===== config.mk =====
export PLATFORM = sky130hd
export DESIGN_NAME = pc_counter
export DESIGN_NICKNAME = d
export VERILOG_FILES = /design/src/verilog/mips_pkg.sv /design/src/verilog/pc_counter.sv
export SDC_FILE = /design/constraint.sdc
export NUM_CORES = 1
export LEC_CHECK = 0
export BUFFER_PORTS_ARGS = -buffer_cell sky130_fd_sc_hd__buf_2
export CORE_MARGIN = 4
export CORE_UTILIZATION = 50
export DETAILED_ROUTE_END_ITERATION = 10
export MAX_ROUTING_LAYER = met4
export PLACE_DENSITY_LB_ADDON = 0.05
export SLEW_MARGIN = 20
export SYNTH_ARGS = -nofsm -noshare
export SYNTH_HDL_FRONTEND = slang
export SYNTH_SLANG_ARGS = --single-unit

===== constraint.sdc =====
create_clock -name i_clk -period 7.95 [get_ports i_clk]
set_input_delay 0 -clock i_clk [delete_from_list [all_inputs] [get_ports i_clk]]
set_output_delay 0 -clock i_clk [all_outputs]
set_load 0.02 [all_outputs]

===== src/verilog/mips_pkg.sv =====
`default_nettype none

package mips_pkg;

  //////////////////////////////
  // Widths and sizes
  //////////////////////////////

  // Data and address width
  localparam int XLEN       = 32;
  // Register index width
  localparam int REG_AW     = 5;
  // Data memory words and index width
  localparam int DMEM_DEPTH = 256;
  localparam int DMEM_AW    = $clog2(DMEM_DEPTH);
  // PC after reset
  localparam logic [XLEN-1:0] RESET_PC = '0;

  //////////////////////////////
  // Opcodes and function codes
  //////////////////////////////

  localparam logic [5:0] OP_RTYPE = 6'b000000;
  localparam logic [5:0] OP_ADDI  = 6'b001000;
  localparam logic [5:0] OP_ADDIU = 6'b001001;
  localparam logic [5:0] OP_ANDI  = 6'b001100;
  localparam logic [5:0] OP_ORI   = 6'b001101;
  localparam logic [5:0] OP_XORI  = 6'b001110;
  localparam logic [5:0] OP_BEQ   = 6'b000100;
  localparam logic [5:0] OP_BNE   = 6'b000101;
  // Load group 100xxx, store group 101xxx
  localparam logic [2:0] OP_LOAD_GRP  = 3'b100;
  localparam logic [2:0] OP_STORE_GRP = 3'b101;

  // R-type funct field
  localparam logic [5:0] FN_ADD  = 6'h20;
  localparam logic [5:0] FN_ADDU = 6'h21;
  localparam logic [5:0] FN_SUB  = 6'h22;
  localparam logic [5:0] FN_AND  = 6'h24;
  localparam logic [5:0] FN_OR   = 6'h25;
  localparam logic [5:0] FN_XOR  = 6'h26;
  localparam logic [5:0] FN_SLT  = 6'h2a;

  //////////////////////////////
  // Types
  //////////////////////////////

  // ALU class chosen by the main decoder
  typedef enum logic [2:0] {
    ALU_ADD       = 3'd0,
    ALU_SUB_EQ    = 3'd1,
    ALU_SUB_NE    = 3'd2,
    ALU_FUNCT     = 3'd3,
    ALU_LOGIC_IMM = 3'd4
  } alu_class_e;

  // Main control word
  typedef struct packed {
    logic       reg_dst;
    logic       reg_write;
    logic       alu_src;
    logic       zero_ext;
    logic       branch;
    logic       mem_read;
    logic       mem_write;
    logic       mem_to_reg;
    alu_class_e alu_class;
  } ctrl_t;

  // R-type view of an instruction
  typedef struct packed {
    logic [5:0]        opcode;
    logic [REG_AW-1:0] rs;
    logic [REG_AW-1:0] rt;
    logic [REG_AW-1:0] rd;
    logic [4:0]        shamt;
    logic [5:0]        funct;
  } r_fields_t;

  // I-type view of an instruction
  typedef struct packed {
    logic [5:0]        opcode;
    logic [REG_AW-1:0] rs;
    logic [REG_AW-1:0] rt;
    logic [15:0]       imm16;
  } i_fields_t;

  // Same instruction word, two decodings
  typedef union packed {
    r_fields_t r_fields;
    i_fields_t i_fields;
  } instr_u;

  // Retire record, one per instruction
  typedef struct packed {
    logic [XLEN-1:0]   pc;
    logic [XLEN-1:0]   next_pc;
    logic              rf_we;
    logic [REG_AW-1:0] rf_addr;
    logic [XLEN-1:0]   rf_data;
    logic              mem_we;
  } retire_t;

  // Step sequencer states
  typedef enum logic [1:0] {
    S_FETCH = 2'd0,
    S_EXEC  = 2'd1,
    S_MEM   = 2'd2,
    S_WB    = 2'd3
  } seq_state_e;

endpackage

`default_nettype wire


===== src/verilog/pc_counter.sv =====
`timescale 1ns/1ps
`default_nettype none

module pc_counter (
  input  wire logic                        i_clk,
  input  wire logic                        i_arst_n,
  input  wire logic                        i_en,
  input  wire logic                        i_take_branch,
  input  wire logic [15:0]                 i_imm16,
  output logic      [mips_pkg::XLEN-1:0]   o_pc,
  output logic      [mips_pkg::XLEN-1:0]   o_next_pc
);

  logic [mips_pkg::XLEN-1:0] seq_pc;
  logic [mips_pkg::XLEN-1:0] br_off;

  // Sequential address
  assign seq_pc = o_pc + 32'd4;
  // Word offset, sign-extended and shifted by two
  assign br_off = {{(mips_pkg::XLEN-18){i_imm16[15]}}, i_imm16, 2'b00};
  // Branch target relative to pc + 4
  assign o_next_pc = i_take_branch ? (seq_pc + br_off) : seq_pc;

  always_ff @(posedge i_clk or negedge i_arst_n) begin
    if (!i_arst_n) begin
      o_pc <= mips_pkg::RESET_PC;
    end else if (i_en) begin
      o_pc <= o_next_pc;
    end
  end

endmodule

`default_nettype wire


Yosys cells after proc, flatten, opt, wreduce, memory -nomap -nowiden
Index checks and enable logic that the tools add are counted.
{ "classes": {"n_addsub": 2, "muxes": 1} }
{ "ops": {"columns": ["operator", "count"], "rows": [
  ["adder 32 x 3 -> 32 bit, second input constant", 1],
  ["adder 32 bit", 1],
  ["2-to-1 mux 32 bit", 1]
]} }
{ "totals": {"register_bits": 32, "input_bits": 20, "elab_cells": 4} }

Logic depth before layout (Yosys ltp)
{ "depth": {"word_depth": 3, "ltp_mapped": 17, "mapped_depth_nobuf": 15} }

Worst setup path before layout
Ideal clock, no wire load.
{ "synth_path": {"kind": "register to output", "start": "register o_pc[4] in the netlist's numbering", "end": "output o_next_pc[31] in the netlist's numbering", "t_arrival_ns": 4.159, "path_slack_ns": 3.791, "path_stages_with_launch": 17, "path_buffers": 1, "path_cell_list": "dfrtp_1 > nand4_2 > or2_1 > buf_6 > or4_4 > nor2_4 > nand3_1 > xnor2_1 > ha_1 > o21ai_0 > nor2_1 > o31a_1 > nor3_1 > o21bai_1 > a31o_2 > mux2_4 > nor3_1"} }
{ "synth_via": {"elab_chain_len": 3} }
{ "synth_rtl": {"columns": ["item", "line", "rtl"], "rows": [
  ["start, declared", "pc_counter.sv:10", "output logic [mips_pkg::XLEN-1:0] o_pc,"],
  ["start signal, assigned", "pc_counter.sv:26", "o_pc <= mips_pkg::RESET_PC;"],
  ["start signal, assigned", "pc_counter.sv:28", "o_pc <= o_next_pc;"],
  ["adder 32 x 3 -> 32 bit (*)", "pc_counter.sv:18", "assign seq_pc = o_pc + 32'd4;"],
  ["adder 32 bit", "pc_counter.sv:22", "assign o_next_pc = i_take_branch ? (seq_pc + br_off) : seq_pc;"],
  ["2-to-1 mux 32 bit (*)", "pc_counter.sv:22", null],
  ["end, declared", "pc_counter.sv:11", "output logic [mips_pkg::XLEN-1:0] o_next_pc"]
]} }
Mark *: on every way between the ends. The rest lies on a longest branch, timed or not.

Worst setup path after layout
Same ends and word-level chain as after synthesis.

==> metrics.md <==
| Metric | Value |
|---|---|
| Max-cap violations | 0 |
| Sequential cell area fraction in the yosys report | 0.196 |
| Period Utilization, post-route | 0.565 |
| Initial antenna violation count | 0 |
| Cells on worst reg2reg path | 15 |
| Worst-path cell chain | nand4_2 -> or2_1 -> or4_4 -> nor2_4 -> nand3_1 -> xnor2_1 -> ha_1 -> o21ai_0 -> nor2_1 -> o31a_1 -> nor3_1 -> o21bai_1 -> a31o_2 -> mux2_4 -> nor3_1 -> buf_2 |
| Setup TNS | 0 ps |
| Cell Area, Synth | ~3800 um^2 |
| Pre-antenna DRT Iters | 5 |
| Synth Area per Inst | just under 8 um^2 |
| Hold bufs inserted after CTS | 1 |
| Remaining antenna violation count | 0 |
| H-tree Lvls | 2 |
| Vias/cell | between 5 and 6 |
| Worst flop-to-flop path startpoint | o_pc[4] |
| WHS Path Cells | 6 |
| Die Ht | around 96 um |
| Detailed Place HPWL | between 8000 and 9000 um |
| DRT iter0 DRCs | approximately 180 |
| PD cells | 482 nW/um^2 |
| Reg2reg end | o_pc[31] |
| Clk buf depth | 2 |
| Synth cell types | 66 |
| CP Class | reg -> out |
| Routed wire per std cell | 16.8 um |
| Fraction of layout cells with a size suffix above 1 | 0.215 |
| WP data arrival | approximately 4500 ps |
| Fin nets | just over 600 |
| Total Routing Usage GR | 0.257 |
| Root Driver | clkbuf_8 |
| Initial Util | 0.523 |
| Most common flop cell mapped by yosys | dfrtp_1 |
| Commonest cells after routing, fill and taps aside | 79 x buf_2, 50 x nor2_1, 48 x nand2_1 |
| Commonest non-fill, non-tap cell in the layout | buf_2 |
| Ys async rst share | 1.00 |
| Clk_lat worst skew | between 200 and 300 ps |
| Core box area | 7330 um^2 |
| Result of the run | finished clean |
| Type of origin of the critical path | flip-flop |
| Post-CTS Setup Repair Bufs | 0 |
| CP required | a little under 8000 ps |
| Synth warn | 0 |
| I/O Buffers | between 70 and 80 |
| Top reg by flops | o_pc |
| Setup violators final | 0 |
| DRC viols | 0 |
| CP max stage delay | about 600 ps |
| # resized after CTS | 0 |
| Buffers & Inverters on Critical Path | 1 |
| Highest ir drop seen on vdd | 270 uV |
| Final Hold Vio Count | 0 |
| Routability cong. | 0.970 |
| First-pass GRT wire length | 17,900 um |
| Clk slew on worst S/H paths | 70 ps |
| Worst Clk Skew | around 10 ps |
| Reg2reg setup slack | between 3000 and 4000 ps |
| Crit-path slowest cell | or4_4 |
| Post-Synthesis Cells | 484 |
| CTS tree | yes |
| Clk sink count | 30 |
| Leak pwr | ~2 nW |
| Layout area overhead | 14.4% |
| IO Pins | 84 |
| Worst Hold Class | in -> reg |
| Fmax | ~0.22 GHz |
| Slew margin rel. | 0.482 |
| Post-layout min period | about 4500 ps |
| Num CTS Buffers | 5 |
| Max FFs per register | 30 |
| Largest net degree at the start of global routing | 57 |
| Die area | between 9000 and 10,000 um^2 |
| Share of the synthesized area in the top cell type | 0.196 |
| Min Hold Slack | ~220 ps |
| Crit path max fanout | 7 |
| CP most frequent cell | nor3_1 |
| Worst-margin pin slew | between 700 and 800 ps |
| Number of global-route vias before repair | roughly 3,800 |
| EDFF count, synth | 0 |
| Antenna Cells | 0 |
| Area contributors post-synth | dfrtp_1 20%, ha_1 12%, xnor2_1 6.2%, mux2_2 5.9%, xor2_1 5.5% |
| RSZ-0062 raised after global routing | no |
| Hold EP | o_pc[2] |
| Final slew viol count | 0 |
| Synth Register Bits | 30 |
| Die Wd | approximately 96 um |
| CP top delay family | simple AND/OR/NAND/NOR gates |
| Total gr overflow | 0 |
| Critical Path Sink Type | output pin |
| Via Count | 3,855 |
| Top flop regs | o_pc x30 |
| Core Rows | 31 |
| Top cell type by total area after synthesis | dfrtp_1 |
| Hold Path Origin | i_imm16[0] |
| CP Launch Point | o_pc[4] |
| Final wirelength | about 11,000 um |
power breakdown:
group	total [mW]	internal, mW	switching [mW]
registers	0.355	0.227	0.128
clock network	0.163	0.0924	0.0705
logic	1.59	0.634	0.959
cell families (layout without fill, tap and decap cells):
| logic type | Yosys count | after routing | share of synthesized area |
|---|---|---|---|
| AND/OR/NAND/NOR | 177 | 177 | 0.222 |
| other | 1 | 4 | 0.000979 |
| flip-flops | 30 | 30 | 0.196 |
| adder cells (fa/ha/maj) | 38 | 38 | 0.126 |
| XOR/XNOR | 53 | 53 | 0.125 |
| AO/OA/AOI/OAI | 123 | 123 | 0.212 |
| buffers and inverters | 38 | 108 | 0.0460 |
| multiplexers | 24 | 24 | 0.0719 |
per-stage QoR:
step | setup slack (ps) | instances | cell area (um^2) | utilization | total power, mW
after floorplan | 3790 | 487 | 3840 | - | 1.52
after global placement | 3900 | 647 | 4260 | 0.582 | 1.92
after detailed placement | 3770 | 647 | 4260 | 0.582 | 1.94
after CTS | 3480 | 656 | 4380 | 0.598 | 2.12
after global routing | 3110 | 656 | 4380 | 0.598 | 2.30
final | 3460 | 656 | 4380 | 0.598 | 2.11
tightest hold or removal path: stages:
cell and delay [ps]:
buf_2 80, ha_1 120, nand2_1 40, o21ai_0 90
nand2_1 60, o21ai_0 70
synth_stat cells, types with 3 or more instances:
cell / n
a211oi_1: 3
a21o_1: 11
a21oi_1: 40
a31oi_1: 6
and2_1: 4
and3_1: 9
and4_1: 3
buf_2: 3
buf_4: 4
clkbuf_1: 8
dfrtp_1: 30
ha_1: 37
inv_1: 17
mux2_2: 20
nand2_1: 48
nand2b_1: 3
nand3_1: 23
nand4_1: 4
nor2_1: 50
nor2b_1: 3
nor3_1: 16
nor4_1: 3
nor4b_1: 3
o211ai_1: 5
o21a_1: 3
o21ai_0: 20
o21bai_1: 3
o221ai_1: 3
o31ai_1: 6
xnor2_1: 27
xor2_1: 24
how the worst max path moves through the flow:
stage	endpoint	slack (ps)	depth (start not counted)
2_1_floorplan	o_next_pc[31]	3790	16
3_3_place_gp	o_pc[31]	3900	15
3_5_place_dp	o_pc[31]	3770	15
4_1_cts	o_next_pc[31]	3480	16
5_1_grt	o_next_pc[31]	3110	16
6_report	o_next_pc[31]	3460	16
per-layer routing:
metal,GRT usage,vias to the layer above,share of wire
li1,-,1899,-
met1,0.324,1806,0.45
met2,0.430,133,0.48
met3,0.0324,17,0.050
met4,0.0770,0,0.017
met5,-,-,0
final cells by class:
class | count | area (um^2)
clock buffers | 5 | 68.8
clock inverters | 3 | 40.0
fillers | 678 | 2950
inverters | 19 | 71.3
multi-input cells | 419 | 2920
flip-flops and latches | 30 | 751
well taps | 99 | 124
repair buffers | 81 | 413
(Power assumes the default switching activity.)
