`src/verilog/mips_pkg.sv`:
```
`default_nettype none

package mips_pkg;

  //////////////////////////////
  // Widths and sizes
  //////////////////////////////

  // Data and address width
  localparam int XLEN       = 32;
  // Register index width
  localparam int REG_AW     = 5;
  // Data memory words and index width
  localparam int DMEM_DEPTH = 256;
  localparam int DMEM_AW    = $clog2(DMEM_DEPTH);
  // PC after reset
  localparam logic [XLEN-1:0] RESET_PC = '0;

  //////////////////////////////
  // Opcodes and function codes
  //////////////////////////////

  localparam logic [5:0] OP_RTYPE = 6'b000000;
  localparam logic [5:0] OP_ADDI  = 6'b001000;
  localparam logic [5:0] OP_ADDIU = 6'b001001;
  localparam logic [5:0] OP_ANDI  = 6'b001100;
  localparam logic [5:0] OP_ORI   = 6'b001101;
  localparam logic [5:0] OP_XORI  = 6'b001110;
  localparam logic [5:0] OP_BEQ   = 6'b000100;
  localparam logic [5:0] OP_BNE   = 6'b000101;
  // Load group 100xxx, store group 101xxx
  localparam logic [2:0] OP_LOAD_GRP  = 3'b100;
  localparam logic [2:0] OP_STORE_GRP = 3'b101;

  // R-type funct field
  localparam logic [5:0] FN_ADD  = 6'h20;
  localparam logic [5:0] FN_ADDU = 6'h21;
  localparam logic [5:0] FN_SUB  = 6'h22;
  localparam logic [5:0] FN_AND  = 6'h24;
  localparam logic [5:0] FN_OR   = 6'h25;
  localparam logic [5:0] FN_XOR  = 6'h26;
  localparam logic [5:0] FN_SLT  = 6'h2a;

  //////////////////////////////
  // Types
  //////////////////////////////

  // ALU class chosen by the main decoder
  typedef enum logic [2:0] {
    ALU_ADD       = 3'd0,
    ALU_SUB_EQ    = 3'd1,
    ALU_SUB_NE    = 3'd2,
    ALU_FUNCT     = 3'd3,
    ALU_LOGIC_IMM = 3'd4
  } alu_class_e;

  // Main control word
  typedef struct packed {
    logic       reg_dst;
    logic       reg_write;
    logic       alu_src;
    logic       zero_ext;
    logic       branch;
    logic       mem_read;
    logic       mem_write;
    logic       mem_to_reg;
    alu_class_e alu_class;
  } ctrl_t;

  // R-type view of an instruction
  typedef struct packed {
    logic [5:0]        opcode;
    logic [REG_AW-1:0] rs;
    logic [REG_AW-1:0] rt;
    logic [REG_AW-1:0] rd;
    logic [4:0]        shamt;
    logic [5:0]        funct;
  } r_fields_t;

  // I-type view of an instruction
  typedef struct packed {
    logic [5:0]        opcode;
    logic [REG_AW-1:0] rs;
    logic [REG_AW-1:0] rt;
    logic [15:0]       imm16;
  } i_fields_t;

  // Same instruction word, two decodings
  typedef union packed {
    r_fields_t r_fields;
    i_fields_t i_fields;
  } instr_u;

  // Retire record, one per instruction
  typedef struct packed {
    logic [XLEN-1:0]   pc;
    logic [XLEN-1:0]   next_pc;
    logic              rf_we;
    logic [REG_AW-1:0] rf_addr;
    logic [XLEN-1:0]   rf_data;
    logic              mem_we;
  } retire_t;

  // Step sequencer states
  typedef enum logic [1:0] {
    S_FETCH = 2'd0,
    S_EXEC  = 2'd1,
    S_MEM   = 2'd2,
    S_WB    = 2'd3
  } seq_state_e;

endpackage

`default_nettype wire

```
`src/verilog/alu_unit.sv`:
```
`timescale 1ns/1ps
`default_nettype none

module alu_unit (
  input  mips_pkg::instr_u                i_instr,
  input  mips_pkg::alu_class_e            i_alu_class,
  input  wire logic [mips_pkg::XLEN-1:0]  i_op_a,
  input  wire logic [mips_pkg::XLEN-1:0]  i_op_b,
  output logic      [mips_pkg::XLEN-1:0]  o_result,
  output logic                            o_take_branch
);

  logic [mips_pkg::XLEN-1:0] sum;
  logic [mips_pkg::XLEN-1:0] diff;
  logic                      less;

  // Shared arithmetic
  assign sum  = i_op_a + i_op_b;
  assign diff = i_op_a - i_op_b;
  // Signed compare for slt
  assign less = $signed(i_op_a) < $signed(i_op_b);

  always_comb begin
    o_result      = sum;
    o_take_branch = 1'b0;

    case (i_alu_class)
      mips_pkg::ALU_ADD: o_result = sum;

      // Branch compare through subtraction
      mips_pkg::ALU_SUB_EQ: begin
        o_result      = diff;
        o_take_branch = (diff == '0);
      end
      mips_pkg::ALU_SUB_NE: begin
        o_result      = diff;
        o_take_branch = (diff != '0);
      end

      // R-type, operation from funct
      mips_pkg::ALU_FUNCT: begin
        case (i_instr.r_fields.funct)
          mips_pkg::FN_ADD,
          mips_pkg::FN_ADDU: o_result = sum;
          mips_pkg::FN_SUB:  o_result = diff;
          mips_pkg::FN_AND:  o_result = i_op_a & i_op_b;
          mips_pkg::FN_OR:   o_result = i_op_a | i_op_b;
          mips_pkg::FN_XOR:  o_result = i_op_a ^ i_op_b;
          mips_pkg::FN_SLT:  o_result = {{(mips_pkg::XLEN-1){1'b0}}, less};
          default:           o_result = '0;
        endcase
      end

      // andi 00, ori 01, xori 10 in the low opcode bits
      mips_pkg::ALU_LOGIC_IMM: begin
        case (i_instr.i_fields.opcode[1:0])
          2'b00:   o_result = i_op_a & i_op_b;
          2'b01:   o_result = i_op_a | i_op_b;
          2'b10:   o_result = i_op_a ^ i_op_b;
          default: o_result = '0;
        endcase
      end

      default: o_result = sum;
    endcase
  end

endmodule

`default_nettype wire

```
`config.mk`:
```
export PLATFORM = sky130hd
export DESIGN_NAME = alu_unit
export DESIGN_NICKNAME = d
export VERILOG_FILES = /design/src/verilog/mips_pkg.sv /design/src/verilog/alu_unit.sv
export SDC_FILE = /design/constraint.sdc
export NUM_CORES = 1
export LEC_CHECK = 0
export BUFFER_PORTS_ARGS = -buffer_cell sky130_fd_sc_hd__clkbuf_2
export CAP_MARGIN = 20
export CORE_MARGIN = 8
export CORE_UTILIZATION = 35
export DETAILED_ROUTE_END_ITERATION = 8
export SLEW_MARGIN = 20
export SYNTH_ARGS = -nofsm -noshare
export SYNTH_HDL_FRONTEND = slang
export SYNTH_SLANG_ARGS = --single-unit
```
`constraint.sdc`:
```
create_clock -name vclk -period 6.4
set_input_delay 0.64 -clock vclk [all_inputs]
set_output_delay 0.64 -clock vclk [all_outputs]
set_load 0.01 [all_outputs]
```
---- Yosys cells after proc, flatten, opt, wreduce, memory -nomap -nowiden ----
Cells that the tools add are included.
word-level totals
  register bits ........................... 0
  bits of input ports ..................... 99
  output and inout bits ................... 33
  logic and storage cells ................. 28
cells by class
  add/sub/neg operators ................... 2
  magnitude comparators ................... 1
  equal/unequal tests ..................... 13
  muxes and demuxes ....................... 4
  bitwise operators ....................... 3
  reductions and logical operators ........ 5
operator list
  operator              number
  $pmux W32 S3          2
  $pmux W32 S6          1
  $eq A6 B6 Y1 const B  7
  $add A32 B32 Y32      1
  $and A32 B32 Y32      1
  $logic_not A32 Y1     1
  $lt A32 B32 Y1        1
  $or A32 B32 Y32       1
  $reduce_bool A32 Y1   1
  $sub A32 B32 Y32      1
  $xor A32 B32 Y32      1
  $eq A3 B2 Y1 const B  2
  $reduce_or A2 Y1      2
  $eq A3 B1 Y1 const B  1
  $eq A3 B3 Y1 const B  1
  $eq A2 B1 Y1 const B  1
  $eq A2 B2 Y1 const B  1
  $logic_not A2 Y1      1
  $pmux W1 S2           1

---- Logic depth before layout (Yosys ltp) ----
  depth in word-level cells ............... 4
  mapped depth ............................ 13
  gate-level depth less buffers ........... 13

---- Least setup slack after synthesis ----
Ideal clock, no wire load.
  path type ............................... input to output
  from .................................... input i_op_a[0] (netlist name)
  to ...................................... output o_take_branch
  arrival time ............................ 3.613 ns
  required time ........................... 5.760 ns
  slack ................................... 2.147 ns
  stages on the path ...................... 13
  path buffers ............................ 0
  cell sequence ........................... inv_1 > ha_1 > fa_1 > o21bai_4 > o211ai_4 > a21oi_4 > a2111oi_4 > o31ai_1 > or3b_1 > or4_1 > nor4_2 > nand4b_1 > mux2_1
between the ends
  word-level cells in the longest chain between the ends .. 3
  elaborated cells on any way between the ends .. 4
  those cells by class .................... add/sub: 1; mux: 1; reduce/logical: 2
RTL lines
  what                                                      RTL line                        source
  start: declaration                                        alu_unit.sv:7                   input wire logic [mips_pkg::XLEN-1:0] i_op_a,
  $sub A32 B32 Y32 *                                        alu_unit.sv:19                  assign diff = i_op_a - i_op_b;
  $reduce_bool A32 Y1 or $logic_not A32 Y1 (tied branches)  alu_unit.sv:37, alu_unit.sv:33
  $pmux W1 S2 *                                             alu_unit.sv:27                  case (i_alu_class)
  end: declaration                                          alu_unit.sv:10                  output logic o_take_branch
Mark *: on every way between the ends. The rest lies on a longest branch, timed or not.

---- Worst setup path after layout ----
  from .................................... input i_op_a[11] (netlist name)
  to ...................................... output o_take_branch
The elaborated chain is that of the path after synthesis.

==> impl_metrics.ini <==
[run_status]
run_status = complete, no violations

[logic_synthesis]
synth_area_um2 = 6560
seq_area_frac_synth_pct = 0
postSynthAreaPerCell_um2 = 6.71
yosysUniqueCellTypes = 79
ys_warn_count = 0
syn-num-nets = 1176
synthCells = 978

[power]
power_density_nw_per_um2 = 102
clkPwrFrac_pct = 0
power_leakage_nw = 3.25
seq_power_share_pct = 0
total_switching_power_w = 0.000455
comb_power_share_pct = 100.0
vdd.ir_drop.worst_mv = 0.0387
power.internal_w = 0.000280
netSwitchingFraction_pct = 61.9

[timing]
period_needed_ps = 5240
fin_crit_sh_pct = 81.9
worst_pin_slew_ps = 1130
report.final.slew_viol_count = 0
finalSetupViolations = 0
post-route-worst-setup-slack_ps = 1160
rsz_0062_raised_after_global_routing = false
maxClockFrequency_mhz = 191
worst_hold_slack_ps = 1840
finalSetupTns_ps = 0
hold_viol_final = 0
relSlewSlack_pct = 24.5

[drt]
drc_errors = 0
vias = 7782
wire_per_inst_um = 19.2
iteration_count_of_the_initial_detailed_routing_pass = 7
postRouteAntennaNets = 0
detail_route.wirelength_um = 24300
dr.first_iter.drc_count = 771
via_per_inst = 6.15

[die]
floorplan.rows = 50
die_y_um = 153
die_w_um = 153
initial_utilization_pct = 35.4
core-area_um2 = 18500
full_die_area_um2 = 23400
io_pins = 132

[min_path]
hold_path.startpoint = i_alu_class[0]
hold-path-endpoint = o_take_branch
worst_hold_path.num_cells = 5
holdCritPathClass = primary input to output pin

[placed_design]
dp_worst_setup_slack_ps = 1260
gp_routability_congestion = 0.911
dpl.hpwl_um = 18700
placement_cell_area_um2 = 7210
io_buffer_count = 108

[cells_and_area]
post_route_cells_drive_above_1_share_pct = 14.1
final_common_cell = clkbuf_2
final_area_um2 = 7210
diodes = 0
layout.nets = 1232
top_library_cells_by_usage_in_the_layout_fill_and_taps_aside = clkbuf_2, inv_1, ha_1
flow.area_growth_from_synthesis_pct = 9.90
post_route_utilization_pct = 38.9
clock_buffers = 0
register_area_um2 = 0
seq_cells = 0

[clock_network]
cts.repair.resized = 0
cts_hold_buffers = 0
buffer_count_from_post_cts_setup_fixing = 0

[run]
cap_violations = 0

[worst_setup_path]
cp_startpoint_kind = primary input
setup.worst_path.class = primary input to output pin
critical_path_at_ps = 4600
timing.critical_path.to_type = output pin
worst_ep_required_time_ps = 5760
path_max_fanout = 13

[grt]
grt.total_usage_pct = 19.6
gr-usage-met3_pct = 1.95
sum_of_overflow_across_all_layers_after_global_routing = 0
grt_first_pass_wirelength_um = 39000
global_route.usage.met1_pct = 27.5
number_of_antenna_violations_at_the_first_check_in_global_routing = 0
global_route.peak_usage_layer = met2
first_global_vias = 7258
grt_start_max_net_pins = 44
grt_util_met2_pct = 32.3
[metrics by stage]
stage | power [W] | instances
after floorplan | 0.000511 | 978
after global placement | 0.000714 | 1266
after detailed placement | 0.000720 | 1266
after CTS | 0.000724 | 1266
after global routing | 0.000805 | 1266
final | 0.000735 | 1266
[final cells by class]
| type | instances | area (µm²) |
|---|---|---|
| fillers | 2008 | 11300 |
| multi-input cells | 808 | 5910 |
| repair buffers | 116 | 601 |
| inverters | 108 | 405 |
| well taps | 234 | 293 |
[per-layer routing]
metal	vias up	part of all wire [%]	wire, µm
met3	25	7.2	1760
met4	0	1.4	338
met5	-	0	0
met1	3679	47	11300
met2	363	45	10900
li1	3715	-	-
[cells in the mapped netlist, drive strengths merged (9+ instances only)]
master  number  area [µm²]
inv        108         405
ha          97        1210
nor2        96         363
a21oi       83         427
o21ai       64         320
nand2       56         213
mux2i       51         510
clkbuf      46         173
o22ai       40         250
xnor2       30         263
nand3       22         110
a221o       19         191
nor3        19         100
a211oi      16         125
buf         16        92.6
nor2b       16         108
o21bai      16         131
o221ai      16         140
a22oi       10        75.1
o31ai       10        80.1
a21o         9        67.6
a222oi       9        90.1
nand2b       9        56.3
nor4         9        62.6
xor2         9        78.8
[cell families after synthesis]
family	Yosys count	synth area share, %
adders and majority gates	99	19.1
AOI/OAI and AO/OA	359	38.6
buffers and inverters	170	10.2
and+or+nand+nor	258	18.7
xor gates and xnor gates	39	5.21
muxes	53	8.13
[power groups by stage]
stage / Clock (W) / Sequential, W / Combinational, W
floorplan: 0 / 0 / 0.000511
global placement: 0 / 0 / 0.000714
detailed placement: 0 / 0 / 0.000720
CTS: 0 / 0 / 0.000724
global route: 0 / 0 / 0.000805
finish: 0 / 0 / 0.000735
[worst max-delay path by stage]
stage,startpoint,endpoint,slack [ps],cells after the start
2_1_floorplan,i_op_a[0],o_take_branch,2150,13
3_3_place_gp,i_op_a[8],o_take_branch,1290,14
3_5_place_dp,i_op_a[8],o_take_branch,1260,14
4_1_cts,i_op_a[8],o_take_branch,1260,14
5_1_grt,i_op_a[11],o_take_branch,850,14
6_report,i_op_a[11],o_take_branch,1160,14
[worst max-delay path, cell delays in order]
cell and delay (ps):
clkbuf_2 100, inv_1 40, ha_1 510, inv_1 280, a2111oi_0 530, nand4_1 190
o21ai_1 340, o21ai_1 200, xnor2_1 180, or4_1 560, nor4_2 320, nand4b_1 200
mux2_1 360, clkbuf_2 140
(Power assumes the default switching activity.)
