==> src/verilog/mips_pkg.sv <==
`default_nettype none

package mips_pkg;

  //////////////////////////////
  // Widths and sizes
  //////////////////////////////

  // Data and address width
  localparam int XLEN       = 32;
  // Register index width
  localparam int REG_AW     = 5;
  // Data memory words and index width
  localparam int DMEM_DEPTH = 256;
  localparam int DMEM_AW    = $clog2(DMEM_DEPTH);
  // PC after reset
  localparam logic [XLEN-1:0] RESET_PC = '0;

  //////////////////////////////
  // Opcodes and function codes
  //////////////////////////////

  localparam logic [5:0] OP_RTYPE = 6'b000000;
  localparam logic [5:0] OP_ADDI  = 6'b001000;
  localparam logic [5:0] OP_ADDIU = 6'b001001;
  localparam logic [5:0] OP_ANDI  = 6'b001100;
  localparam logic [5:0] OP_ORI   = 6'b001101;
  localparam logic [5:0] OP_XORI  = 6'b001110;
  localparam logic [5:0] OP_BEQ   = 6'b000100;
  localparam logic [5:0] OP_BNE   = 6'b000101;
  // Load group 100xxx, store group 101xxx
  localparam logic [2:0] OP_LOAD_GRP  = 3'b100;
  localparam logic [2:0] OP_STORE_GRP = 3'b101;

  // R-type funct field
  localparam logic [5:0] FN_ADD  = 6'h20;
  localparam logic [5:0] FN_ADDU = 6'h21;
  localparam logic [5:0] FN_SUB  = 6'h22;
  localparam logic [5:0] FN_AND  = 6'h24;
  localparam logic [5:0] FN_OR   = 6'h25;
  localparam logic [5:0] FN_XOR  = 6'h26;
  localparam logic [5:0] FN_SLT  = 6'h2a;

  //////////////////////////////
  // Types
  //////////////////////////////

  // ALU class chosen by the main decoder
  typedef enum logic [2:0] {
    ALU_ADD       = 3'd0,
    ALU_SUB_EQ    = 3'd1,
    ALU_SUB_NE    = 3'd2,
    ALU_FUNCT     = 3'd3,
    ALU_LOGIC_IMM = 3'd4
  } alu_class_e;

  // Main control word
  typedef struct packed {
    logic       reg_dst;
    logic       reg_write;
    logic       alu_src;
    logic       zero_ext;
    logic       branch;
    logic       mem_read;
    logic       mem_write;
    logic       mem_to_reg;
    alu_class_e alu_class;
  } ctrl_t;

  // R-type view of an instruction
  typedef struct packed {
    logic [5:0]        opcode;
    logic [REG_AW-1:0] rs;
    logic [REG_AW-1:0] rt;
    logic [REG_AW-1:0] rd;
    logic [4:0]        shamt;
    logic [5:0]        funct;
  } r_fields_t;

  // I-type view of an instruction
  typedef struct packed {
    logic [5:0]        opcode;
    logic [REG_AW-1:0] rs;
    logic [REG_AW-1:0] rt;
    logic [15:0]       imm16;
  } i_fields_t;

  // Same instruction word, two decodings
  typedef union packed {
    r_fields_t r_fields;
    i_fields_t i_fields;
  } instr_u;

  // Retire record, one per instruction
  typedef struct packed {
    logic [XLEN-1:0]   pc;
    logic [XLEN-1:0]   next_pc;
    logic              rf_we;
    logic [REG_AW-1:0] rf_addr;
    logic [XLEN-1:0]   rf_data;
    logic              mem_we;
  } retire_t;

  // Step sequencer states
  typedef enum logic [1:0] {
    S_FETCH = 2'd0,
    S_EXEC  = 2'd1,
    S_MEM   = 2'd2,
    S_WB    = 2'd3
  } seq_state_e;

endpackage

`default_nettype wire

==> src/verilog/step_sequencer.sv <==
`timescale 1ns/1ps
`default_nettype none

module step_sequencer (
  input  wire logic             i_clk,
  input  wire logic             i_arst_n,
  input  wire logic             i_instr_valid,
  input  mips_pkg::ctrl_t       i_ctrl,
  output logic                  o_instr_ready,
  output logic                  o_en_exec,
  output logic                  o_en_mem,
  output logic                  o_en_wb
);

  mips_pkg::seq_state_e state_q;
  mips_pkg::seq_state_e state_d;

  //////////////////////////////
  // Next step
  //////////////////////////////
  always_comb begin
    state_d = state_q;
    case (state_q)
      // Wait here until an instruction arrives
      mips_pkg::S_FETCH: begin
        if (i_instr_valid) begin
          state_d = mips_pkg::S_EXEC;
        end
      end
      // Memory step only for loads and stores
      mips_pkg::S_EXEC: begin
        if (i_ctrl.mem_read || i_ctrl.mem_write) begin
          state_d = mips_pkg::S_MEM;
        end else begin
          state_d = mips_pkg::S_WB;
        end
      end
      mips_pkg::S_MEM: state_d = mips_pkg::S_WB;
      mips_pkg::S_WB:  state_d = mips_pkg::S_FETCH;
      default:         state_d = mips_pkg::S_FETCH;
    endcase
  end

  always_ff @(posedge i_clk or negedge i_arst_n) begin
    if (!i_arst_n) begin
      state_q <= mips_pkg::S_FETCH;
    end else begin
      state_q <= state_d;
    end
  end

  // Step enables straight from the state
  assign o_instr_ready = (state_q == mips_pkg::S_FETCH);
  assign o_en_exec     = (state_q == mips_pkg::S_EXEC);
  assign o_en_mem      = (state_q == mips_pkg::S_MEM);
  assign o_en_wb       = (state_q == mips_pkg::S_WB);

endmodule

`default_nettype wire

==> config.mk <==
export PLATFORM = sky130hd
export DESIGN_NAME = step_sequencer
export DESIGN_NICKNAME = d
export VERILOG_FILES = /design/src/verilog/mips_pkg.sv /design/src/verilog/step_sequencer.sv
export SDC_FILE = /design/constraint.sdc
export NUM_CORES = 1
export LEC_CHECK = 0
export BUFFER_PORTS_ARGS = -buffer_cell sky130_fd_sc_hd__buf_4
export CORE_AREA = 2 2 39 41
export DETAILED_ROUTE_END_ITERATION = 16
export DIE_AREA = 0 0 41 43
export GPL_TIMING_DRIVEN = 0
export PLACE_DENSITY_LB_ADDON = 0.12
export SLEW_MARGIN = 20
export SYNTH_ARGS = -nofsm -noshare
export SYNTH_HDL_FRONTEND = slang
export SYNTH_SLANG_ARGS = --single-unit
==> constraint.sdc <==
create_clock -name i_clk -period 1.1 [get_ports i_clk]
set_input_delay 0.165 -clock i_clk [delete_from_list [all_inputs] [get_ports i_clk]]
set_output_delay 0.165 -clock i_clk [all_outputs]
set_load 0.01 [all_outputs]
; Yosys cells after proc, flatten, opt, wreduce, memory -nomap -nowiden
; Cells that the tools add are included.
; W data, S select, Z words.
[totals]
ff_bits = 2
latchBits = 0
ram_bits = 0
mem_bits_ro = 0
in_bits = 14
output_inout_bits = 4
elab_cells = 10
mem_count = 0
[op_classes]
addsub = 0
multipliers = 0
div_mod_pow = 0
order_cmp = 0
n_eq_ne = 4
shifts = 0
muxes = 3
n_bitwise = 0
n_reduce_logical = 2
[ops]
columns = cell, count
row1 = $pmux W2 S4, 1
row2 = $eq A2 B2 Y1 const B, 2
row3 = $eq A2 B1 Y1 const B, 1
row4 = $logic_not A2 Y1, 1
row5 = $mux W2, 1
row6 = $ne A2 B2 Y1 const B, 1
row7 = $logic_or A1 B1 Y1, 1
row8 = $mux W1, 1

; Logic depth before layout (Yosys ltp)
[depth]
word_depth = 3
mapped_depth = 4
ltp_nobuf = 4

; Worst setup path before layout
; OpenSTA, ideal clock, no wires.
[synth_timing]
path_type = reg2reg
startpoint = register state_q[1]
endpoint = register state_q[0]
setup_time_ns = 0.082
arrival_ns = 1.171
required_ns = 1.018
setup_slack_ns = -0.153
path_stages_with_launch = 5
path_buffers = 0
synth_period_minus_slack_ns = 1.253
path_cell_list = dfrtp_1 -> inv_1 -> ha_1 -> or3b_1 -> a22oi_2
[synth_via]
elab_chain_len = 2
elab_cells_between_ends = 6
classes_between = 4 x eq/ne / 1 x mux / 1 x reduce/logical
[synth_lines]
columns = item, line
row1 = from (decl), step_sequencer.sv:15  ; mips_pkg::seq_state_e state_q;
row2 = from (signal assigned), step_sequencer.sv:46  ; state_q <= mips_pkg::S_FETCH;
row3 = from (signal assigned), step_sequencer.sv:48  ; state_q <= state_d;
row4 = $eq A2 B1 Y1, -
row5 = net o_en_exec, step_sequencer.sv:10  ; output logic o_en_exec,
row6 = $pmux W2 S4, step_sequencer.sv:23  ; case (state_q)
; The timed path passes the listed nets, and every way through them passes these cells.
; A chain may end at the register's enable or synchronous reset.

; Worst setup path in the final report
[layout_timing]
startpoint = register state_q[1]
endpoint = register state_q[1]
[layout_via]
elab_chain_len = 2
elab_cells_between_ends = 6
classes_between = 4 x eq/ne / 1 x mux / 1 x reduce/logical
[layout_lines]
columns = item, line
row1 = $eq A2 B2 Y1 (tied with other cells), step_sequencer.sv:23
row2 = $pmux W2 S4 / $ne A2 B2 Y1 (equally long branches), -
; Parallel ways exist; a longest one is shown, timed or not.

==> results_dict.tcl <==
set metrics [dict create \
    rsz0062_at_grt "yes" \
    hold_viol 0 \
    worstPathCellList "inv_2 -> buf_6 -> ha_4 -> nand2b_1 -> mux2_4" \
    antenna_found_initial 0 \
    power_density_nw_per_um2 3010 \
    critPathMaxStageDelay_ps 380 \
    top_register "state_q" \
    clk_pin_slew_worst_paths_ps 30 \
    drc_errors 0 \
    multi_input_area_um2 155 \
    synth_common_cells "ha_1 (4), dfrtp_1 (2), inv_1 (2)" \
    seq_area_frac_synth 0.308 \
    die_width_um 41 \
    cp-start-kind "flop" \
    tightest_slew_ps 163 \
    critPathKind "reg2reg" \
    ys_warn_count 0 \
    track_usage 0.0754 \
    synth_top_cell_area_share 0.308 \
    drv_cap 0 \
    yosysUniqueCellTypes 9 \
    holdWs_ps 231 \
    synth_compound_area_frac 0.0769 \
    cts_sinks 2 \
    p_leak_nw 0.173 \
    root_buffer "clkbuf_4" \
    io_buffers 8 \
    clk_latency_ps 220 \
    num_antenna_cells 0 \
    synth.most_common_cell "ha_1" \
    n_fill_cell 157 \
    clockBufferDepth 2 \
    syn_area_um2 163 \
    grt-ovfl-total 0 \
    drt-initial-drc-count 1 \
    cp-end-kind "flop" \
    max_freq_ghz 0.805 \
    r2r_start "state_q[1]$_DFFE_PN0P_" \
    dpl_worst_slack_ps -211 \
    fin_nets 51 \
    syn_nets 32 \
    num_rows 14 \
    vdd_drop_max_v 0.00111 \
    largest_register_ffs 2 \
    synth_async_sr_flop_share 1.00 \
    initial_core_util 0.118 \
    yosysTopAreaCell "dfrtp_1" \
    avgRoutedWirePerCell_um 9.55 \
    yosys.area_share.xor_xnor 0 \
    synth_flop_cell "dfrtp_1" \
    io_pins 18 \
    final_core_util 0.281 \
    area_growth_pct 139 \
    layout.cells.non_filler 47 \
    grt_max_degree 5 \
    cp_data_arrival_time_ps 1350 \
    routed_via_density 3.38 \
    placedCellCount 38 \
    drtAntennaViolNets 0 \
    final.setup.worst_slack_ps -142 \
    largest_registers "state_q x2" \
    drtPass1Iterations 2 \
    cts_tree "built" \
    core_area_um2 1380 \
    synthSimpleGateAreaFrac 0.131 \
    seqCellArea_um2 51.3 \
    crit_slowest_cell "dfrtp_1" \
    syn_area_per_cell_um2 11.6 \
    fin_crit_ps 1240 \
    relSlewSlack 0.889 \
    grt_pass1_vias 188 \
    period_share 1.13 \
    min_from "i_ctrl[5]" \
    crit_start "state_q[1]$_DFFE_PN0P_" \
    fp.dieH_um 43 \
    grt_pass1_wl_um 765 \
    synthAdderAreaFrac 0.308 \
    synthMuxAreaShare 0.131 \
    dp_hpwl_um 256 \
    htreeDepth 1 \
    die_area_um2 1760 \
    hold_path.class "in2reg" \
    synth_top_family_by_area "adder cells" \
    synth.top_cells.by_area "dfrtp_1 (31%), ha_1 (31%), a22oi_2 (7.7%), mux2_2 (6.9%), mux2i_1 (6.2%)" \
    synth_edf_count 0 \
    drt-total-wl_um 449 \
    vias 159 \
    critPathMaxFanout 4 \
    synth_cells 14 \
    drive_gt1_frac 0.871 \
    path_buf_inv 2 \
    violations "negative setup slack" \
    routabilityCongestion 0.592 \
    slew_violations 0 \
    path_delay_family "flip-flops" \
    outcome "finished with violations" \
    crit_required_ps 1200 \
    cts-buffers-inserted 3 \
    skew_ps 0.882 \
    finalSetupViolCount 6 \
    ys_ff_latch 2 \
]
==> cell type report <==
class / count / share of cell area
multi-input cells: 10 / 0.399
flip-flops and latches: 2 / 0.132
repair buffers: 14 / 0.334
clock buffers: 3 / 0.0579
inverters: 2 / 0.0257
well taps: 16 / 0.0514
==> worst min-delay path, cell delays in order <==
cell and delay, ps:
buf_4 80, or3b_4 110, a22oi_2 60
==> final timing paths <==
kind / to / slack (ps) / cells past startpoint
max: state_q[1]$_DFFE_PN0P_ / -140 / 5
min: state_q[0]$_DFFE_PN0P_ / 230 / 3
max reg2reg: state_q[1]$_DFFE_PN0P_ / -140 / 5
min reg2reg: state_q[0]$_DFFE_PN0P_ / 650 / 2
max in group asynchronous: state_q[0]$_DFFE_PN0P_ / 740 / 2
min in group asynchronous: state_q[1]$_DFFE_PN0P_ / 260 / 2
==> through the flow <==
step	total power [mW]	instance area (µm²)	setup TNS, ps
6_report	1.17	389	-640
5_1_grt	1.30	389	-985
4_1_cts	1.11	372	-651
3_5_place_dp	0.602	245	-415
3_3_place_gp	0.599	245	-419
2_1_floorplan	0.440	165	-295
==> layer usage <==
layer	wire length [µm]	GRT usage
met1	186	0.0742
met2	213	0.0969
met3	34	0.0314
met4	14	0.100
met5	0	0
==> power breakdown <==
part	internal, mW	switching, mW	total (mW)
Sequential	0.120	0.0632	0.183
Combinational	0.516	0.307	0.823
Clock	0.121	0.0435	0.164
==> logic make-up after synthesis <==
group                    count (synthesis)
AO/OA/AOI/OAI                            1
adder cells (fa/ha/maj)                  4
buffers and inverters                    2
flip-flops                               2
multiplexers                             2
AND/OR/NAND/NOR                          3
==> layout by cell type, fill, tap and decap left out <==
| cell | count |
|---|---|
| a22oi_2 | 1 |
| nor2b_1 | 1 |
| ha_2 | 1 |
| mux2_4 | 1 |
| ha_4 | 3 |
| clkbuf_4 | 3 |
| dfrtp_2 | 1 |
| buf_4 | 7 |
| inv_4 | 1 |
| or3b_4 | 1 |
| dfrtp_1 | 1 |
| nand2b_1 | 1 |
| buf_6 | 6 |
| mux2i_2 | 1 |
| inv_2 | 1 |
| dlygate4sd3_1 | 1 |
==> repair_timing <==
action,4_1_cts,5_1_grt
pin swaps,1,3
cloned,0,0
buffers inserted,4,1
hold buffers,1,0
resized for setup,16,3
hold endpoints to repair,2,0
setup endpoints to repair,6,6
(Power assumes the default switching activity.)
