--- src/verilog/mips_pkg.sv ---
`default_nettype none

package mips_pkg;

  //////////////////////////////
  // Widths and sizes
  //////////////////////////////

  // Data and address width
  localparam int XLEN       = 32;
  // Register index width
  localparam int REG_AW     = 5;
  // Data memory words and index width
  localparam int DMEM_DEPTH = 256;
  localparam int DMEM_AW    = $clog2(DMEM_DEPTH);
  // PC after reset
  localparam logic [XLEN-1:0] RESET_PC = '0;

  //////////////////////////////
  // Opcodes and function codes
  //////////////////////////////

  localparam logic [5:0] OP_RTYPE = 6'b000000;
  localparam logic [5:0] OP_ADDI  = 6'b001000;
  localparam logic [5:0] OP_ADDIU = 6'b001001;
  localparam logic [5:0] OP_ANDI  = 6'b001100;
  localparam logic [5:0] OP_ORI   = 6'b001101;
  localparam logic [5:0] OP_XORI  = 6'b001110;
  localparam logic [5:0] OP_BEQ   = 6'b000100;
  localparam logic [5:0] OP_BNE   = 6'b000101;
  // Load group 100xxx, store group 101xxx
  localparam logic [2:0] OP_LOAD_GRP  = 3'b100;
  localparam logic [2:0] OP_STORE_GRP = 3'b101;

  // R-type funct field
  localparam logic [5:0] FN_ADD  = 6'h20;
  localparam logic [5:0] FN_ADDU = 6'h21;
  localparam logic [5:0] FN_SUB  = 6'h22;
  localparam logic [5:0] FN_AND  = 6'h24;
  localparam logic [5:0] FN_OR   = 6'h25;
  localparam logic [5:0] FN_XOR  = 6'h26;
  localparam logic [5:0] FN_SLT  = 6'h2a;

  //////////////////////////////
  // Types
  //////////////////////////////

  // ALU class chosen by the main decoder
  typedef enum logic [2:0] {
    ALU_ADD       = 3'd0,
    ALU_SUB_EQ    = 3'd1,
    ALU_SUB_NE    = 3'd2,
    ALU_FUNCT     = 3'd3,
    ALU_LOGIC_IMM = 3'd4
  } alu_class_e;

  // Main control word
  typedef struct packed {
    logic       reg_dst;
    logic       reg_write;
    logic       alu_src;
    logic       zero_ext;
    logic       branch;
    logic       mem_read;
    logic       mem_write;
    logic       mem_to_reg;
    alu_class_e alu_class;
  } ctrl_t;

  // R-type view of an instruction
  typedef struct packed {
    logic [5:0]        opcode;
    logic [REG_AW-1:0] rs;
    logic [REG_AW-1:0] rt;
    logic [REG_AW-1:0] rd;
    logic [4:0]        shamt;
    logic [5:0]        funct;
  } r_fields_t;

  // I-type view of an instruction
  typedef struct packed {
    logic [5:0]        opcode;
    logic [REG_AW-1:0] rs;
    logic [REG_AW-1:0] rt;
    logic [15:0]       imm16;
  } i_fields_t;

  // Same instruction word, two decodings
  typedef union packed {
    r_fields_t r_fields;
    i_fields_t i_fields;
  } instr_u;

  // Retire record, one per instruction
  typedef struct packed {
    logic [XLEN-1:0]   pc;
    logic [XLEN-1:0]   next_pc;
    logic              rf_we;
    logic [REG_AW-1:0] rf_addr;
    logic [XLEN-1:0]   rf_data;
    logic              mem_we;
  } retire_t;

  // Step sequencer states
  typedef enum logic [1:0] {
    S_FETCH = 2'd0,
    S_EXEC  = 2'd1,
    S_MEM   = 2'd2,
    S_WB    = 2'd3
  } seq_state_e;

endpackage

`default_nettype wire

--- src/verilog/reg_file.sv ---
`timescale 1ns/1ps
`default_nettype none

module reg_file (
  input  wire logic                          i_clk,
  input  wire logic                          i_arst_n,
  input  wire logic [mips_pkg::REG_AW-1:0]   i_rs_addr,
  input  wire logic [mips_pkg::REG_AW-1:0]   i_rt_addr,
  input  wire logic                          i_we,
  input  wire logic [mips_pkg::REG_AW-1:0]   i_wr_addr,
  input  wire logic [mips_pkg::XLEN-1:0]     i_wr_data,
  output logic      [mips_pkg::XLEN-1:0]     o_rs_data,
  output logic      [mips_pkg::XLEN-1:0]     o_rt_data
);

  logic [mips_pkg::XLEN-1:0] regs [2**mips_pkg::REG_AW];

  // Single write port, register zero never written
  always_ff @(posedge i_clk or negedge i_arst_n) begin
    if (!i_arst_n) begin
      for (int i = 0; i < 2**mips_pkg::REG_AW; i++) begin
        regs[i] <= '0;
      end
    end else if (i_we && (i_wr_addr != '0)) begin
      regs[i_wr_addr] <= i_wr_data;
    end
  end

  // Combinational reads
  // Register zero forced to 0
  assign o_rs_data = (i_rs_addr == '0) ? '0 : regs[i_rs_addr];
  assign o_rt_data = (i_rt_addr == '0) ? '0 : regs[i_rt_addr];

endmodule

`default_nettype wire

--- config.mk ---
export PLATFORM = sky130hd
export DESIGN_NAME = reg_file
export DESIGN_NICKNAME = d
export VERILOG_FILES = /design/src/verilog/mips_pkg.sv /design/src/verilog/reg_file.sv
export SDC_FILE = /design/constraint.sdc
export NUM_CORES = 2
export LEC_CHECK = 0
export BUFFER_PORTS_ARGS = -buffer_cell sky130_fd_sc_hd__buf_4
export CAP_MARGIN = 0
export CORE_ASPECT_RATIO = 0.7
export CORE_MARGIN = 5
export CORE_UTILIZATION = 40
export DETAILED_ROUTE_END_ITERATION = 10
export GPL_TIMING_DRIVEN = 0
export MAX_ROUTING_LAYER = met4
export SETUP_SLACK_MARGIN = 0.1
export SYNTH_ARGS = -nofsm -noshare
export SYNTH_HDL_FRONTEND = slang
export SYNTH_SLANG_ARGS = --single-unit
--- constraint.sdc ---
create_clock -name i_clk -period 1.5 [get_ports i_clk]
set_input_delay 0 -clock i_clk [delete_from_list [all_inputs] [get_ports i_clk]]
set_output_delay 0 -clock i_clk [all_outputs]
set_load 0.05 [all_outputs]
Word level (Yosys, flattened, before mapping)
Cells that the tools add are included.
{"block": "op_classes", "order_cmp": 4, "muxes": 11, "n_bitwise": 3, "n_reduce_logical": 5}
{"op": "bitwise mux 1024 bit", "n": 1}
{"op": "binary-select mux 32 bit (select 5 bit)", "n": 2}
{"op": "two-way mux 32 bit", "n": 7}
{"op": "demux 32 bit (select 5 bit)", "n": 1}
{"op": "greater-or-equal comparator 6 bit, second input constant", "n": 3}
{"op": "inverter 5 -> 6 bit", "n": 3}
{"op": "logical NOT 5 bit", "n": 2}
{"op": "less-than comparator 6 x 1 -> 1 bit, second input constant", "n": 1}
{"op": "nonzero test 5 bit", "n": 1}
{"op": "logical AND 1 bit", "n": 2}
{"block": "totals", "reg_bits": 1024, "wordCells": 55}

Depth between registers and ports, before layout
{"block": "depth", "word_depth": 6, "mapped_depth": 7}

Worst setup path after synthesis
Ideal clock, no wire load.
{"block": "synth_timing", "kind": "in2out", "start": "input port i_rs_addr[0] in the netlist's numbering", "end": "output port o_rs_data[14] in the netlist's numbering", "t_arrival_ps": 2362, "required_ps": 1500, "setup_slack_ps": -862, "path_stages": 7, "path_buffers": 4, "path_cell_list": "buf_2 inv_1 buf_2 buf_2 clkbuf_1 o2111ai_1 a311oi_1"}
{"block": "synth_between", "elab_chain_cells": 5, "word_cells_on_any_way": 6, "cone_classes": "4 x mux; 1 x bitwise; 1 x reduce/logical"}
{"element": "from (decl)", "line": "reg_file.sv:7", "source": "input wire logic [mips_pkg::REG_AW-1:0] i_rs_addr,"}
{"element": "inverter 5 -> 6 bit (implied by the code)", "line": "reg_file.sv:31", "source": "assign o_rs_data = (i_rs_addr == '0) ? '0 : regs[i_rs_addr];"}
{"element": "binary-select mux 32 bit (select 5 bit)", "line": "reg_file.sv:31"}
{"element": "two-way mux 32 bit (implied by the code) (2 in series)", "line": "reg_file.sv:31"}
{"element": "two-way mux 32 bit *", "line": "reg_file.sv:31"}
{"element": "to (decl)", "line": "reg_file.sv:12", "source": "output logic [mips_pkg::XLEN-1:0] o_rs_data,"}
Mark *: on every way between the ends. The rest lies on a longest branch, timed or not. The select of a mux whose other input is x is not followed.

Worst setup path in the final report
{"block": "layout_timing", "start": "register regs[305] in the netlist's numbering", "end": "output port o_rt_data[17] in the netlist's numbering"}
{"block": "layout_between", "elab_chain_cells": 4}
{"element": "from (decl)", "line": "reg_file.sv:16", "source": "logic [mips_pkg::XLEN-1:0] regs [2**mips_pkg::REG_AW];"}
{"element": "from (signal, indexed assignment)", "line": "reg_file.sv:25", "source": "regs[i_wr_addr] <= i_wr_data;"}
{"element": "binary-select mux 32 bit (select 5 bit)", "line": "reg_file.sv:32", "source": "assign o_rt_data = (i_rt_addr == '0) ? '0 : regs[i_rt_addr];"}
{"element": "two-way mux 32 bit (implied by the code) (2 in series)", "line": "reg_file.sv:32"}
{"element": "two-way mux 32 bit", "line": "reg_file.sv:32"}
{"element": "to (decl)", "line": "reg_file.sv:13", "source": "output logic [mips_pkg::XLEN-1:0] o_rt_data"}
No other way between the ends. The select of a mux whose other input is x is not followed.

==> flow_summary.ini <==
[die]
die_area_um2 = 143500
num_io_pins = 114
row_count = 113
initial_utilization_pct = 40.18
floorplan.core_area_um2 = 135300
dieHeight_um = 318.5
dieWidth_um = 450.7

[global_route]
overflow = 0
antenna_found_initial = 9
grt_pass1_vias = 36770
grt_max_degree = 167
grt_util_all_layers_pct = 29.48
grt_first_pass_wirelength_um = 292000

[logic_synthesis]
postSynthNetCount = 3671
synth_seq_area_share_pct = 47.13
ys_seq_elements = 1024
synth_cells = 3621
average_cell_area_after_synthesis_um2 = 15.02
yosysWarnings = 0
synth_cell_type_count = 35
syn_area_um2 = 54370

[critical_path]
worst-endpoint-required_ps = 1500
path_cells = mux4_2 -> a22oi_1 -> a311oi_4 -> buf_6
worstSetupEndpointType = output port
rr_worst_depth = 2
timing.reg2reg.setup_slack_ps = 170
critical_path.reg2reg.startpoint = regs[544]
worst_setup_path_endpoint = o_rt_data[17]
worst_path_largest_cell_delay_ps = 490
crit_path_start = regs[305]
critPathSlowestCell = sky130_fd_sc_hd__a22oi_1
start_kind = register
r2r_end = regs[544]
timing.critical_path.fanout_max = 3
category_of_the_critical_setup_timing_path = register to output port
critical_path_arrival_ps = 2650

[power_and_ir_drop]
worst_ir_drop_vdd_mv = 0.9821
pwr_density_cell_nw_per_um2 = 1328
report.power.total_mw = 88.04
total_leakage_power_nw = 27.63

[cts]
number_of_h_tree_branching_levels = 3
cts_root_buf = sky130_fd_sc_hd__clkbuf_16
cts.sinks = 1024
cts_buffer_depth = 3
tritoncts = done
insertion_delay_of_the_later_clocked_pin_in_the_worst_skew_pair_ps = 730
tritoncts.num_buffers = 109
cts.reportedPaths.clkPinSlew_ps = 60

[timing]
report.final.slew_viol_count = 0
finalSetupViolCount = 64
max_freq_ghz = 0.3772
finalClockSkew_ps = 0
timing.hold.ws_ps = -779.0
share_of_the_cycle_needed_by_the_critical_path_after_routing_pct = 176.7
period_minus_slack_ps = 2651
final_hold_viol_count = 570
rsz0062_at_grt = true
final_critical_path_setup_slack_ps = -1151
max_slew.worst_pin.slew_ps = 1266
slew_headroom_pct = 15.63

[layout]
drive_gt1_share_pct = 60.87
finish.instance_area_um2 = 66290
fillerInstances = 11440
finish.net_count = 3955
largest_register = regs
largest_register_ff_count = 1024
reg_top3 = regs (1024)
area_delta_synth_final_pct = 21.93

[routing]
drc_violations = 0
wl_um = 209400
vias = 37370
drtPass1Iterations = 5
routed_via_density = 6.461
drt_iter0_markers = 4578
ant_nets = 0
detail_route.wl_per_cell_um = 36.20

[status]
outcome = finished, violations left
failed_checks = hold timing, setup timing

[place]
port-buffer-count = 103
pre_cts_ws_ps = -1476
place.detailed.hpwl_um = 150500
detailed_place.area_um2 = 59520
place_congestion = 0.9635

[worst_hold_path]
hold_path_class = primary input to async pin

[flow_run]
max_cap_viol_count = 0
timing repair:
action | CTS | global route
setup buffers | 7 | 9
pin swaps | 145 | 30
cloned | 0 | 2
endpoints found under the setup margin | 494 | 706
resized for setup | 422 | 66
hold buffers | 40 | 7
hold endpoints to repair | 718 | 200
synthesized netlist by cell type:
cell type	count	area share (%)
sky130_fd_sc_hd__mux2_2	1046	22
sky130_fd_sc_hd__dfrtp_1	1024	47
sky130_fd_sc_hd__mux4_2	448	19
sky130_fd_sc_hd__clkbuf_1	223	1.5
sky130_fd_sc_hd__buf_2	170	1.6
sky130_fd_sc_hd__mux2i_1	128	2.4
sky130_fd_sc_hd__o21ai_0	101	0.93
sky130_fd_sc_hd__nor2b_1	71	0.82
sky130_fd_sc_hd__a211oi_1	64	0.88
sky130_fd_sc_hd__a22oi_1	64	0.88
sky130_fd_sc_hd__a311oi_1	64	1.0
sky130_fd_sc_hd__nand2_1	49	0.34
sky130_fd_sc_hd__a221oi_1	46	0.74
sky130_fd_sc_hd__buf_4	34	0.47
sky130_fd_sc_hd__nor2_1	19	0.13
sky130_fd_sc_hd__o2111ai_1	18	0.29
sky130_fd_sc_hd__mux2_1	10	0.21
sky130_fd_sc_hd__o21ai_1	9	0.083
sky130_fd_sc_hd__nand2b_1	5	0.058
sky130_fd_sc_hd__buf_1	3	0.021
sky130_fd_sc_hd__nand4b_1	3	0.048
sky130_fd_sc_hd__nor3_1	3	0.028
sky130_fd_sc_hd__or3_1	3	0.035
sky130_fd_sc_hd__inv_1	2	0.014
sky130_fd_sc_hd__nor3b_1	2	0.028
sky130_fd_sc_hd__or2_2	2	0.023
sky130_fd_sc_hd__or4_1	2	0.028
sky130_fd_sc_hd__and2_0	1	0.012
sky130_fd_sc_hd__and2_1	1	0.012
sky130_fd_sc_hd__and3_1	1	0.012
sky130_fd_sc_hd__clkbuf_2	1	0.0092
sky130_fd_sc_hd__clkbuf_4	1	0.014
sky130_fd_sc_hd__nand3_1	1	0.0092
sky130_fd_sc_hd__nand4_1	1	0.012
sky130_fd_sc_hd__nor4_2	1	0.023
per-stage QoR:
stage | utilization, % | setup TNS [ps] | std cells
2_1_floorplan | - | -1900 | 3621
3_3_place_gp | 43.85 | - | 5506
3_5_place_dp | 43.99 | -916550 | 5512
4_1_cts | 48.62 | -97140 | 5759
5_1_grt | 48.98 | -67740 | 5778
6_report | 48.99 | -65180 | 5784
worst min path at each step:
| stage | to | slack [ps] | cells after the start |
|---|---|---|---|
| floorplan | regs[0] | -300 | 0 |
| global placement | regs[4] | 320 | 2 |
| detailed placement | regs[1019] | 10 | 1 |
| CTS | regs[1019] | -780 | 1 |
| global route | regs[955] | -750 | 1 |
| finish | regs[1019] | -780 | 1 |
layout by cell type (no fill, tap or decap), types with 15 or more instances in the layout:
master,n
sky130_fd_sc_hd__clkbuf_16,115
sky130_fd_sc_hd__o21ai_2,29
sky130_fd_sc_hd__a211oi_4,53
sky130_fd_sc_hd__clkbuf_8,31
sky130_fd_sc_hd__a221oi_2,38
sky130_fd_sc_hd__mux4_2,448
sky130_fd_sc_hd__buf_2,109
sky130_fd_sc_hd__mux2i_1,128
sky130_fd_sc_hd__o21ai_4,19
sky130_fd_sc_hd__clkbuf_2,52
sky130_fd_sc_hd__a311oi_4,64
sky130_fd_sc_hd__a22oi_2,53
sky130_fd_sc_hd__nand2_1,47
sky130_fd_sc_hd__mux2_4,23
sky130_fd_sc_hd__nor2b_1,24
sky130_fd_sc_hd__mux2_2,1023
sky130_fd_sc_hd__buf_6,98
sky130_fd_sc_hd__o21ai_1,62
sky130_fd_sc_hd__nor2b_4,40
sky130_fd_sc_hd__buf_4,95
sky130_fd_sc_hd__clkinv_2,15
sky130_fd_sc_hd__dlygate4sd3_1,46
sky130_fd_sc_hd__dfrtp_1,1024
sky130_fd_sc_hd__clkbuf_1,181
power by group:
part | internal (mW) | switching, mW
clock network | 17.0 | 12.2
logic | 11.3 | 10.6
registers | 32.9 | 4.01
per-layer routing:
| metal | track usage (%) | vias to the layer above | wire length (um) |
|---|---|---|---|
| met3 | 11.09 | 350 | 26120 |
| met1 | 43.11 | 20510 | 91900 |
| met4 | 8.274 | 0 | 6872 |
| met2 | 37.96 | 1892 | 84470 |
| li1 | - | 14620 | - |
| met5 | - | - | 0 |
cell families (layout without fill, tap and decap cells):
kind of cell | after synthesis | after routing | synth area share, %
buf+inv | 434 | 807 | 3.631
compound gates | 366 | 366 | 4.842
other cells | 0 | 8 | 0
simple gates | 165 | 165 | 1.611
flops | 1024 | 1024 | 47.13
mux | 1632 | 1632 | 42.79
final cells by class:
cell class	instances	area (um^2)	area share, %
multi-input cells	2163	30230	45.61
inverters	2	7.507	0.01132
plain buffers	431	2514	3.792
well taps	1782	2230	3.363
flip-flops and latches	1024	25620	38.65
repair buffers	174	1874	2.827
clock inverters	38	539.3	0.8135
diodes	8	20.02	0.03020
clock buffers	162	3251	4.903
worst max-delay path: cells and delay by family (launching register included):
family | cells | cell delay, ps
flip-flops | 1 | 420
buffers and inverters | 1 | 260
multiplexers | 1 | 470
AO/OA/AOI/OAI | 2 | 740
Note: power is estimated with default switching activity, not from simulation.
